File: src/verilog/vid_pkg.sv
/*
 * Video timing package
 *   Display mode, beam position and register bus structs
 *   Register map indices
 *   Per-mode line, frame, sync and window timing constants
 */

package vid_pkg;

    // ========================================
    // Shared types
    // ========================================
    typedef struct packed {
        logic mono;           // Shift mode, monochrome
        logic ntsc;           // Low for PAL
    } video_mode_t;

    typedef struct packed {
        logic [6:0] hcnt;     // 2 MHz cycle in line
        logic [8:0] vcnt;     // Line in frame
        logic       line_end;
        logic       frame_start;
    } beam_pos_t;

    typedef struct packed {
        logic       sel;
        logic       we;
        logic [2:0] addr;
        logic [7:0] wdata;
    } reg_bus_t;

    // ========================================
    // Register map
    // ========================================
    localparam logic [2:0] REG_BASE_HI  = 3'd0;
    localparam logic [2:0] REG_BASE_MID = 3'd1;
    localparam logic [2:0] REG_BASE_LO  = 3'd2;
    localparam logic [2:0] REG_CNT_HI   = 3'd3;   // Live counter, read only
    localparam logic [2:0] REG_CNT_MID  = 3'd4;
    localparam logic [2:0] REG_CNT_LO   = 3'd5;
    localparam logic [2:0] REG_LINE_OFS = 3'd6;
    localparam logic [2:0] REG_SYNC     = 3'd7;   // Bit 1 ntsc, bit 2 mono

    // ========================================
    // Timing, in 2 MHz cycles and lines
    // ========================================
    localparam int LINE_LEN_PAL     = 128;
    localparam int LINE_LEN_NTSC    = 127;
    localparam int LINE_LEN_MONO    = 56;
    localparam int FRAME_LINES_PAL  = 313;
    localparam int FRAME_LINES_NTSC = 263;
    localparam int FRAME_LINES_MONO = 501;
    localparam int HSYNC_LEN        = 5;
    localparam int VSYNC_LINES      = 3;

    // Display enable windows, start inclusive, end exclusive
    localparam int H_DE_START_PAL  = 12;  localparam int H_DE_END_PAL  = 96;
    localparam int H_DE_START_NTSC = 11;  localparam int H_DE_END_NTSC = 95;
    localparam int H_DE_START_MONO = 2;   localparam int H_DE_END_MONO = 43;
    localparam int V_DE_START_PAL  = 62;  localparam int V_DE_END_PAL  = 262;
    localparam int V_DE_START_NTSC = 33;  localparam int V_DE_END_NTSC = 233;
    localparam int V_DE_START_MONO = 35;  localparam int V_DE_END_MONO = 435;

    // Blank windows, visible from end up to start
    localparam int H_BLANK_END_PAL  = 9;   localparam int H_BLANK_START_PAL  = 114;
    localparam int H_BLANK_END_NTSC = 8;   localparam int H_BLANK_START_NTSC = 114;
    localparam int V_BLANK_END_PAL  = 24;  localparam int V_BLANK_START_PAL  = 307;
    localparam int V_BLANK_END_NTSC = 15;  localparam int V_BLANK_START_NTSC = 257;

endpackage

File: src/verilog/cycle_clock_gen.sv
/*
 * Beam step enable generator
 *   Free-running divider on clk32, one-cycle pulse every CYC_DIV clocks
 */

`timescale 1ns/1ns

module cycle_clock_gen #(
    parameter int CYC_DIV = 16
) (
    input  logic clk32,
    input  logic porb,
    output logic cyc_en_o
);

    localparam int CNT_W = $clog2(CYC_DIV);

    logic [CNT_W-1:0] div_cnt;
    logic             div_last;

    assign div_last = (div_cnt == CNT_W'(CYC_DIV - 1));

    always_ff @(posedge clk32 or negedge porb) begin
        if (!porb) begin
            div_cnt <= '0;
        end else if (div_last) begin
            div_cnt <= '0;                   // Wrap
        end else begin
            div_cnt <= div_cnt + 1'b1;
        end
    end

    assign cyc_en_o = div_last;  // 2 MHz step

endmodule

File: src/verilog/video_regs.sv
/*
 * Video register file
 *   Screen base (three bytes), line offset, sync and shift-mode bits
 *   Combinational read mux with live video counter readback
 */

`timescale 1ns/1ns

module video_regs
    import vid_pkg::*;
#(
    parameter int ADDR_W = 21
) (
    input  logic              clk32,
    input  logic              porb,
    input  reg_bus_t          bus_i,
    input  logic [ADDR_W-1:0] vid_addr_i,
    output logic [7:0]        reg_rdata_o,
    output video_mode_t       mode_o,
    output logic [ADDR_W-1:0] base_addr_o,
    output logic [7:0]        line_ofs_o
);

    // Upper byte carries the word-address bits above the low 15
    localparam int HI_W = ADDR_W - 15;

    logic [HI_W-1:0] base_hi;
    logic [7:0]      base_mid;
    logic [6:0]      base_lo;    // Byte bit 0 is not stored
    logic [7:0]      line_ofs;
    video_mode_t     mode_q;
    logic            wr_en;

    assign wr_en = bus_i.sel & bus_i.we;

    // ========================================
    // Register writes
    // ========================================
    always_ff @(posedge clk32 or negedge porb) begin
        if (!porb) begin
            base_hi  <= '0;
            base_mid <= '0;
            base_lo  <= '0;
            line_ofs <= '0;
            mode_q   <= '0;                  // PAL colour
        end else if (wr_en) begin
            case (bus_i.addr)
                REG_BASE_HI:  base_hi  <= bus_i.wdata[HI_W-1:0];
                REG_BASE_MID: base_mid <= bus_i.wdata;
                REG_BASE_LO:  base_lo  <= bus_i.wdata[7:1];
                REG_LINE_OFS: line_ofs <= bus_i.wdata;
                REG_SYNC: begin
                    mode_q.ntsc <= bus_i.wdata[1];
                    mode_q.mono <= bus_i.wdata[2];
                end
                default: ;                   // Counter bytes ignore writes
            endcase
        end
    end

    // ========================================
    // Read mux
    // ========================================
    always_comb begin
        reg_rdata_o = 8'hFF;
        if (bus_i.sel && !bus_i.we) begin
            case (bus_i.addr)
                REG_BASE_HI:  reg_rdata_o = 8'(base_hi);
                REG_BASE_MID: reg_rdata_o = base_mid;
                REG_BASE_LO:  reg_rdata_o = {base_lo, 1'b0};
                REG_CNT_HI:   reg_rdata_o = 8'(vid_addr_i[ADDR_W-1:15]);
                REG_CNT_MID:  reg_rdata_o = vid_addr_i[14:7];
                REG_CNT_LO:   reg_rdata_o = {vid_addr_i[6:0], 1'b0};
                REG_LINE_OFS: reg_rdata_o = line_ofs;
                REG_SYNC:     reg_rdata_o = {5'b00000, mode_q.mono, mode_q.ntsc, 1'b0};
                default:      reg_rdata_o = 8'hFF;
            endcase
        end
    end

    assign mode_o      = mode_q;
    assign base_addr_o = {base_hi, base_mid, base_lo};
    assign line_ofs_o  = line_ofs;

    // Host side must never strobe a write without a select
    a_we_needs_sel: assert property (@(posedge clk32) disable iff (!porb)
        bus_i.we |-> bus_i.sel);

endmodule

File: src/verilog/beam_counter.sv
/*
 * Beam position counter
 *   Per-mode line and frame length select
 *   Horizontal and vertical counters, line end and frame start flags
 *   Registered HSYNC and VSYNC
 */

`timescale 1ns/1ns

module beam_counter
    import vid_pkg::*;
(
    input  logic        clk32,
    input  logic        porb,
    input  logic        cyc_en_i,
    input  video_mode_t mode_i,
    output beam_pos_t   beam_o,
    output logic        hsync_n_o,
    output logic        vsync_n_o
);

    video_mode_t mode_q;         // Mode the counters run in
    logic [6:0]  hcnt;
    logic [8:0]  vcnt;
    logic [7:0]  line_len;       // 128 needs the extra bit
    logic [8:0]  frame_lines;
    logic        line_end;
    logic        frame_end;
    logic        mode_chg;

    always_comb begin
        if (mode_q.mono) begin
            line_len    = 8'(LINE_LEN_MONO);
            frame_lines = 9'(FRAME_LINES_MONO);
        end else if (mode_q.ntsc) begin
            line_len    = 8'(LINE_LEN_NTSC);
            frame_lines = 9'(FRAME_LINES_NTSC);
        end else begin
            line_len    = 8'(LINE_LEN_PAL);
            frame_lines = 9'(FRAME_LINES_PAL);
        end
    end

    assign line_end  = ({1'b0, hcnt} == line_len - 8'd1);
    assign frame_end = (vcnt == frame_lines - 9'd1);
    assign mode_chg  = (mode_i != mode_q);

    // ========================================
    // Position counters
    // ========================================
    // A mode switch restarts the frame so the position never exceeds the new lengths
    always_ff @(posedge clk32 or negedge porb) begin
        if (!porb) begin
            mode_q <= '0;
            hcnt   <= '0;
            vcnt   <= '0;
        end else if (mode_chg) begin
            mode_q <= mode_i;
            hcnt   <= '0;
            vcnt   <= '0;
        end else if (cyc_en_i) begin
            if (line_end) begin
                hcnt <= '0;
                vcnt <= frame_end ? 9'd0 : vcnt + 9'd1;
            end else begin
                hcnt <= hcnt + 7'd1;
            end
        end
    end

    // Syncs follow the position one clk32 later
    always_ff @(posedge clk32 or negedge porb) begin
        if (!porb) begin
            hsync_n_o <= 1'b1;
            vsync_n_o <= 1'b1;
        end else begin
            hsync_n_o <= ({1'b0, hcnt} < line_len - 8'(HSYNC_LEN));  // Low at line tail
            vsync_n_o <= (vcnt >= 9'(VSYNC_LINES));                  // Low at frame top
        end
    end

    assign beam_o = '{hcnt: hcnt, vcnt: vcnt, line_end: line_end,
                      frame_start: (hcnt == 7'd0) && (vcnt == 9'd0)};

    a_hcnt_in_line: assert property (@(posedge clk32) disable iff (!porb)
        {1'b0, hcnt} < line_len);

endmodule

File: src/verilog/display_enable_gen.sv
/*
 * Display enable and blanking generator
 *   Per-mode horizontal and vertical window bounds
 *   Registered DE and BLANK_N, mono never blanks
 */

`timescale 1ns/1ns

module display_enable_gen
    import vid_pkg::*;
(
    input  logic        clk32,
    input  logic        porb,
    input  video_mode_t mode_i,
    input  beam_pos_t   beam_i,
    output logic        de_o,
    output logic        blank_n_o
);

    logic [6:0] h_de_start, h_de_end, h_vis_start, h_vis_end;
    logic [8:0] v_de_start, v_de_end, v_vis_start, v_vis_end;
    logic       h_de, v_de, h_vis, v_vis;

    // Window bounds per mode
    always_comb begin
        h_vis_start = 7'(H_BLANK_END_PAL);
        h_vis_end   = 7'(H_BLANK_START_PAL);
        v_vis_start = 9'(V_BLANK_END_PAL);
        v_vis_end   = 9'(V_BLANK_START_PAL);
        if (mode_i.mono) begin
            h_de_start = 7'(H_DE_START_MONO);
            h_de_end   = 7'(H_DE_END_MONO);
            v_de_start = 9'(V_DE_START_MONO);
            v_de_end   = 9'(V_DE_END_MONO);
        end else if (mode_i.ntsc) begin
            h_de_start  = 7'(H_DE_START_NTSC);
            h_de_end    = 7'(H_DE_END_NTSC);
            v_de_start  = 9'(V_DE_START_NTSC);
            v_de_end    = 9'(V_DE_END_NTSC);
            h_vis_start = 7'(H_BLANK_END_NTSC);
            h_vis_end   = 7'(H_BLANK_START_NTSC);
            v_vis_start = 9'(V_BLANK_END_NTSC);
            v_vis_end   = 9'(V_BLANK_START_NTSC);
        end else begin
            h_de_start = 7'(H_DE_START_PAL);
            h_de_end   = 7'(H_DE_END_PAL);
            v_de_start = 9'(V_DE_START_PAL);
            v_de_end   = 9'(V_DE_END_PAL);
        end
    end

    assign h_de  = (beam_i.hcnt >= h_de_start)  && (beam_i.hcnt < h_de_end);
    assign v_de  = (beam_i.vcnt >= v_de_start)  && (beam_i.vcnt < v_de_end);
    assign h_vis = (beam_i.hcnt >= h_vis_start) && (beam_i.hcnt < h_vis_end);
    assign v_vis = (beam_i.vcnt >= v_vis_start) && (beam_i.vcnt < v_vis_end);

    always_ff @(posedge clk32 or negedge porb) begin
        if (!porb) begin
            de_o      <= 1'b0;
            blank_n_o <= 1'b1;
        end else begin
            de_o      <= h_de & v_de;
            blank_n_o <= mode_i.mono | (h_vis & v_vis);  // Mono stays unblanked
        end
    end

endmodule

File: src/verilog/video_addr_cnt.sv
/*
 * Video word-address counter
 *   Base reload at frame start, +1 per DE word
 *   Line offset added at the end of each line that showed data
 */

`timescale 1ns/1ns

module video_addr_cnt
    import vid_pkg::*;
#(
    parameter int ADDR_W = 21
) (
    input  logic              clk32,
    input  logic              porb,
    input  logic              cyc_en_i,
    input  beam_pos_t         beam_i,
    input  logic              de_i,
    input  logic [ADDR_W-1:0] base_addr_i,
    input  logic [7:0]        line_ofs_i,
    output logic [ADDR_W-1:0] vid_addr_o
);

    logic [ADDR_W-1:0] addr_q;
    logic [ADDR_W-1:0] step;
    logic              line_had_de;   // DE seen on this line

    always_comb begin
        step = '0;
        if (de_i) begin
            step = ADDR_W'(1);
        end
        if (beam_i.line_end && (line_had_de || de_i)) begin
            step = step + ADDR_W'(line_ofs_i);
        end
    end

    always_ff @(posedge clk32 or negedge porb) begin
        if (!porb) begin
            addr_q      <= '0;
            line_had_de <= 1'b0;
        end else if (cyc_en_i) begin
            if (beam_i.frame_start) begin
                addr_q      <= base_addr_i;  // New frame
                line_had_de <= 1'b0;
            end else begin
                addr_q      <= addr_q + step;
                line_had_de <= !beam_i.line_end && (line_had_de || de_i);
            end
        end
    end

    assign vid_addr_o = addr_q;

    // Outside DE and away from the line end the address holds
    a_no_inc_without_de: assert property (@(posedge clk32) disable iff (!porb)
        cyc_en_i && !de_i && !beam_i.line_end && !beam_i.frame_start
        |=> vid_addr_o == $past(vid_addr_o));

endmodule

File: src/verilog/video_timing_top.sv
/*
 * Video timing top level
 *   Register port, 2 MHz enable, beam counter,
 *   DE/blank windows and video address counter
 */

`timescale 1ns/1ns

module video_timing_top
    import vid_pkg::*;
#(
    parameter int CYC_DIV = 16,   // clk32 cycles per beam step
    parameter int ADDR_W  = 21    // Word address width
) (
    input  logic              clk32,
    input  logic              porb,
    input  logic              reg_sel_i,
    input  logic              reg_we_i,
    input  logic [2:0]        reg_addr_i,
    input  logic [7:0]        reg_wdata_i,
    output logic [7:0]        reg_rdata_o,
    output logic              hsync_n_o,
    output logic              vsync_n_o,
    output logic              de_o,
    output logic              blank_n_o,
    output logic [ADDR_W-1:0] vid_addr_o
);

    reg_bus_t          reg_bus;
    video_mode_t       mode;
    beam_pos_t         beam;
    logic              cyc_en;
    logic [ADDR_W-1:0] base_addr;
    logic [7:0]        line_ofs;

    assign reg_bus = '{sel: reg_sel_i, we: reg_we_i, addr: reg_addr_i, wdata: reg_wdata_i};

    video_regs #(.ADDR_W(ADDR_W)) u_regs (
        .clk32(clk32), .porb(porb), .bus_i(reg_bus), .vid_addr_i(vid_addr_o),
        .reg_rdata_o(reg_rdata_o), .mode_o(mode), .base_addr_o(base_addr),
        .line_ofs_o(line_ofs)
    );

    cycle_clock_gen #(.CYC_DIV(CYC_DIV)) u_cyc (
        .clk32(clk32), .porb(porb), .cyc_en_o(cyc_en)
    );

    beam_counter u_beam (
        .clk32(clk32), .porb(porb), .cyc_en_i(cyc_en), .mode_i(mode),
        .beam_o(beam), .hsync_n_o(hsync_n_o), .vsync_n_o(vsync_n_o)
    );

    display_enable_gen u_de (
        .clk32(clk32), .porb(porb), .mode_i(mode), .beam_i(beam),
        .de_o(de_o), .blank_n_o(blank_n_o)
    );

    video_addr_cnt #(.ADDR_W(ADDR_W)) u_addr (
        .clk32(clk32), .porb(porb), .cyc_en_i(cyc_en), .beam_i(beam), .de_i(de_o),
        .base_addr_i(base_addr), .line_ofs_i(line_ofs), .vid_addr_o(vid_addr_o)
    );

endmodule

File: config.mk
export PLATFORM = sky130hd
export DESIGN_NAME = video_timing_top
export DESIGN_NICKNAME = d
export VERILOG_FILES = /design/src/verilog/vid_pkg.sv /design/src/verilog/cycle_clock_gen.sv /design/src/verilog/video_regs.sv /design/src/verilog/beam_counter.sv /design/src/verilog/display_enable_gen.sv /design/src/verilog/video_addr_cnt.sv /design/src/verilog/video_timing_top.sv
export SDC_FILE = /design/constraint.sdc
export NUM_CORES = 1
export LEC_CHECK = 0
export ABC_AREA = 0
export ABC_CLOCK_PERIOD_IN_PS = 5900
export BUFFER_PORTS_ARGS = -buffer_cell sky130_fd_sc_hd__buf_2
export CAP_MARGIN = 20
export CORE_ASPECT_RATIO = 0.8
export CORE_UTILIZATION = 40
export CTS_CLUSTER_DIAMETER = 200
export DETAILED_ROUTE_END_ITERATION = 10
export GPL_ROUTABILITY_DRIVEN = 0
export PLACE_DENSITY = 0.66
export SYNTH_ARGS = -nofsm -noshare
export SYNTH_HDL_FRONTEND = slang
export SYNTH_SLANG_ARGS = --single-unit
File: constraint.sdc
create_clock -name clk32 -period 5.9 [get_ports clk32]
set_clock_uncertainty 0.15 [all_clocks]
set_input_delay 0.295 -clock clk32 [delete_from_list [all_inputs] [get_ports clk32]]
set_output_delay 0.295 -clock clk32 [all_outputs]
set_load 0.005 [all_outputs]
---- Word-level counts from Yosys, hierarchy flattened ----
Cells that the tools add are included.
word-level totals
  register bits after elaboration ......... 79
  latch bits .............................. 0
  RAM bits ................................ 0
  ROM bits ................................ 0
  input bits .............................. 15
  output and inout port bits .............. 33
  logic and storage cells ................. 104
  memories ................................ 0
operators by class
  add/sub/neg operators ................... 8
  $mul .................................... 0
  div/mod/pow operators ................... 0
  magnitude comparators ................... 10
  eq/ne operators ......................... 11
  shift operators ......................... 0
  mux-type cells .......................... 32
  bitwise operators ....................... 4
  reduce and logical (&&, ||, !) cells .... 22
operators with widths
  operator                                                                count
  9-bit two-way mux                                                       9
  8-bit case mux with 8 select lines                                      1
  21-bit two-way mux                                                      2
  7-bit two-way mux                                                       5
  8-bit two-way mux                                                       4
  21-bit adder                                                            1
  9-bit >= comparator                                                     2
  9-bit < comparator                                                      2
  6-bit two-way mux                                                       3
  3-bit equality test (second input constant)                             4
  2-bit AND reduction                                                     6
  5-bit two-way mux                                                       2
  1-bit by 8-bit adder with 9-bit output                                  1
  9-bit by 1-bit adder with 9-bit output (second input constant)          1
  9-bit equality test                                                     1
  9-bit by 2-bit >= comparator with 1-bit output (second input constant)  1
  9-bit zero test                                                         1
  9-bit by 1-bit subtractor with 9-bit output (second input constant)     1
  7-bit by 8-bit equality test with 1-bit output                          1
  1-bit logical AND                                                       8
  7-bit by 8-bit < comparator with 1-bit output                           1
  8-bit by 1-bit subtractor with 8-bit output (second input constant)     1
  8-bit by 3-bit subtractor with 8-bit output (second input constant)     1
  7-bit by 1-bit adder with 7-bit output (second input constant)          1
  other kinds (19)                                                        27

---- Depth between registers and ports, before layout ----
  word-level depth ........................ 8
  depth in mapped cells ................... 17

---- By module ----
From an unflattened synthesis, not the netlist that was laid out.
second synthesis, totals
  cells, all modules ...................... 593
  area total of the unflattened synthesis .. 5729.2 um^2
by module, submodules not included
  module              instances  cells an instance  area an instance (um^2)  sequential area each (um^2)
  video_addr_cnt      1          221                1769.2                   550.5
  video_regs          1          139                1750.4                   775.7
  beam_counter        1          135                1260.0                   503.0
  display_enable_gen  1          85                 780.7                    51.3
  cycle_clock_gen     1          13                 168.9                    100.1

---- Worst setup path before layout ----
Ideal clock, no wire load.
  kind .................................... flip-flop to flip-flop
  start point ............................. register u_beam.mode_q[1] (netlist name)
  end point ............................... register u_addr.addr_q[12], in the netlist u_addr.vid_addr_o[12]
  library setup time ...................... 65 ps
  data arrival time ....................... 3352 ps
  required time ........................... 5685 ps
  path slack .............................. 2333 ps
  stages on the path, launching flop included .. 15
  buffers on the path ..................... 1
  period minus slack after synthesis ...... 3567 ps
  cells stage by stage .................... dfrtp_1 nand2b_1 ha_1 nand3_1 nor3_1 o21ai_1 nor2_1 ha_1 nor2b_1 o31a_1 a221o_1 and2_0 buf_4 a41oi_1 o22a_1
on the way
  word-level cells in the longest chain between the ends .. 7
ends and longest elaborated chain
  element                                         line                  RTL
  start: declaration                              beam_counter.sv:22    video_mode_t mode_q;
  start signal: assignment                        beam_counter.sv:58    mode_q <= mode_i;
  8-bit two-way mux                               beam_counter.sv:32    if (mode_q.mono) begin
  8-bit by 1-bit subtractor with 8-bit output     beam_counter.sv:44    assign line_end = ({1'b0, hcnt} == line_len - 8'd1);
  7-bit by 8-bit equality test with 1-bit output  beam_counter.sv:44
  1-bit logical AND                               video_addr_cnt.sv:33  if (beam_i.line_end && (line_had_de || de_i)) begin
  21-bit two-way mux                              video_addr_cnt.sv:33
  21-bit adder                                    video_addr_cnt.sv:47  addr_q <= addr_q + step;
  21-bit two-way mux                              video_addr_cnt.sv:43  if (beam_i.frame_start) begin
  end signal: assignment                          video_addr_cnt.sv:44  addr_q <= base_addr_i;
  end signal: assignment                          video_addr_cnt.sv:47
  end: declaration                                video_addr_cnt.sv:24  logic [ADDR_W-1:0] addr_q;
Every way passes these cells.
A chain may end at the register's enable or synchronous reset.

---- Worst setup path after layout ----
  start point ............................. register u_beam.mode_q[1] (netlist name)
  end point ............................... register u_addr.addr_q[19], in the netlist u_addr.vid_addr_o[19]
The elaborated chain is that of the path after synthesis.

==> results.cfg <==
[layout]
syn_to_final_growth_pct = 11.9
layout_common_cells = dfrtp_1 (76), nor2_1 (56), nand2_1 (55)
nets = 711
fin_cells = 834
fin_util_pct = 46.0
diodes = 0
layout_commonest_cell = dfrtp_1
drive_above_1_share_pct = 17.9

[floorplanning]
num_rows = 38
fp.coreArea_mm2 = 0.0136
start_util_pct = 41.1
dieHeight_um = 108
chipWidth_um = 134
ioPinCount = 48
fp.dieArea_mm2 = 0.0145

[setup_path]
worst-setup-path-type = reg -> reg
path_cells = nand2b_1, ha_1, nand3_1, nor3_1, o21ai_1, nor2_1, ha_1, a211oi_1, o21ai_0, o211ai_1, or2b_1, o22ai_1, a21oi_1
cpMostUsedCell = ha_1
worstRegToRegCells = 13
start_kind = flip-flop
worst_path_max_delay_cell = o211ai_1
worst-r2r-setup-slack_ns = 1.53
critPathCaptureType = flip-flop
r2r-end = u_addr.vid_addr_o[19]$_DFFE_PN0P_
path_max_fanout = 8
critPathMaxStageDelay_ns = 0.58
arrival_ns = 4.49
critPathTopFamily = compound AO/OA/AOI/OAI gates
critPathBufInv = 0
required_ns = 6.03
reg2reg_from = u_beam.mode_q[1]$_DFFE_PN0N_

[sta]
setup_viol = 0
tightestPinTransition_ns = 0.927
maxSlewViolCount = 0
rsz0062_at_grt = no
hold_viol_final = 0
setup-tns-final_ns = 0
setup_slack_ns = 1.53
fin_crit_sh_pct = 74.0
slew_headroom_pct = 38.0
whs_ns = 0.0622
fin_crit_ns = 4.37
max_freq_mhz = 229

[global_route]
grt_overflow_total = 0
grt_usage_pct = 22.8
met2_usage_pct = 33.6
grt_max_degree = 80
grt_antenna_before_repair = 0
met1_usage_pct = 33.5
grt_pass1_vias = 4668
grt_pass1_wl_um = 25300
grtUsageMet3_pct = 4.00
top_usage_layer = met2

[drt]
route.vias.total = 5104
drc_errors = 0
firstDrtPassIters = 4
ant_nets = 0
wl_per_cell_um = 19.2
routed_wl_um = 16100
drt-initial-drc-count = 638
avgViaCountPerCell = 6.12

[yosys]
ys_seq_area_share_pct = 35.4
netlist_instances = 616
ys_warn_count = 0
netlist_area_mm2 = 0.00559
yosysUniqueCellTypes = 67
ys.flop_type = dfrtp_1
avgSynthCellArea_um2 = 9.08
synth_nets = 678
async_flop_share_pct = 100
synth_edf_count = 0
ys_ff_latch = 79

[clocking]
clk_path_buf_depth = 2
path_clk_slew_ns = 0.06
cts_setup_buffers = 0
clockRootBuffer = clkbuf_16
worstSkewPairLatency_ns = 0.35
cts_resized = 0
cts_buffers = 9
cts_tree = yes
clock_sinks = 79
cts_max_level = 3

[worst_hold_path]
hp-start = reg_wdata_i[6]
hold_path_class = in -> reg
holdPathStages = 2
hold_end = u_regs.base_lo[5]$_DFFE_PN0P_

[placed_design]
dp_cells = 816
dp_slack_ns = 1.68
io_buffers = 47
hpwl_um = 11600

[power_and_ir_drop]
leakagePower_nw = 2.71
power_density_mw_per_mm2 = 299
irDropWorstVdd_v = 0.000159

[run_status]
status = completed

[run]
maxCapViolations = 0
## kinds of logic after synthesis
logic type	share of synthesized area [%]
multiplexers	9.85
XOR/XNOR	2.51
AO/OA/AOI/OAI	19.1
buffers and inverters	4.16
other	0.0671
AND/OR/NAND/NOR	18.2
flip-flops	35.4
adder cells (fa/ha/maj)	10.7
## metal layers
layer	up-vias	part of all wire [%]	routed length [µm]
met5	-	0	0
met4	0	2.0	325
met3	32	6.7	1080
met2	189	45	7260
met1	2550	46	7390
li1	2333	-	-
## Yosys cell counts, types with 4 or more instances
cell        n  share of area (%)
dfrtp_1    76                 34
nor2_1     56                3.8
nand2_1    55                3.7
a21oi_1    49                4.4
ha_1       46                 10
o21ai_0    38                3.4
mux2_2     36                7.3
nand3_1    29                2.6
inv_1      22                1.5
clkbuf_1   14               0.94
nor3_1     14                1.3
and3_1     12                1.3
nor2b_1    12                1.3
xor2_1     11                1.7
mux2i_1    10                1.8
nand2b_1    7               0.78
o22ai_1     7               0.78
a31oi_1     6               0.67
buf_2       6               0.54
o21a_1      6               0.81
a211oi_1    5               0.67
o211ai_1    5               0.67
o41ai_1     5               0.78
xnor2_1     5               0.78
a221oi_1    4               0.63
buf_6       4               0.81
o2111ai_1   4               0.63
o21bai_1    4               0.54
o22a_1      4               0.63
## worst register-to-register path, stage by stage, from the launching register on
cell,delay (ns)
dfrtp_1,0.47
nand2b_1,0.21
ha_1,0.28
nand3_1,0.09
nor3_1,0.51
o21ai_1,0.37
nor2_1,0.18
ha_1,0.30
a211oi_1,0.46
o21ai_0,0.17
o211ai_1,0.58
or2b_1,0.26
o22ai_1,0.10
a21oi_1,0.17
## state kept, by name, indices dropped and copies added, names as in the netlist
register,cells
u_addr.vid_addr_o,21
u_de.de_o,1
u_beam.hcnt,7
u_beam.hsync_n_o,1
u_addr.line_had_de,1
u_regs.mode_o,2
u_regs.line_ofs_o,8
u_cyc.div_cnt,4
u_de.blank_n_o,1
u_regs.base_lo,7
u_beam.vcnt,9
u_regs.base_hi,6
u_beam.mode_q,2
u_beam.vsync_n_o,1
u_regs.base_mid,8
## power breakdown
part / switching (mW) / internal [mW]
Clock: 0.239 / 0.333
Sequential: 0.148 / 0.632
Combinational: 0.296 / 0.221
Total: 0.683 / 1.19
## per-stage QoR
stage	cell area [µm²]	power, mW
finish	6250	1.87
global route	6250	1.97
CTS	6220	1.87
detailed placement	5910	1.29
global placement	5910	1.26
floorplan	5590	1.09
## worst max-delay path by stage
stage,startpoint,endpoint,cells past startpoint
floorplan,u_beam.mode_q[1]$_DFFE_PN0N_,u_addr.vid_addr_o[12]$_DFFE_PN0P_,14
global placement,u_beam.mode_q[1]$_DFFE_PN0N_,u_addr.vid_addr_o[12]$_DFFE_PN0P_,14
detailed placement,u_beam.mode_q[1]$_DFFE_PN0N_,u_addr.vid_addr_o[12]$_DFFE_PN0P_,14
CTS,u_beam.mode_q[1]$_DFFE_PN0N_,u_addr.vid_addr_o[12]$_DFFE_PN0P_,14
global route,u_beam.mode_q[1]$_DFFE_PN0N_,u_addr.vid_addr_o[13]$_DFFE_PN0P_,13
finish,u_beam.mode_q[1]$_DFFE_PN0N_,u_addr.vid_addr_o[19]$_DFFE_PN0P_,13
## timing repair
| action | 4_1_cts | 5_1_grt |
|---|---|---|
| hold buffers | 0 | 1 |
| endpoints found under the hold margin | 0 | 29 |
| endpoints found under the setup margin | 0 | 0 |
## final cells by class
type | count | area (µm²)
well taps | 180 | 225
multi-input cells | 487 | 3380
fillers | 1309 | 7340
flip-flops and latches | 79 | 1980
inverters | 22 | 82.6
clock inverters | 7 | 80.1
clock buffers | 9 | 225
repair buffers | 50 | 283
Note: power is estimated with default switching activity, not from simulation.
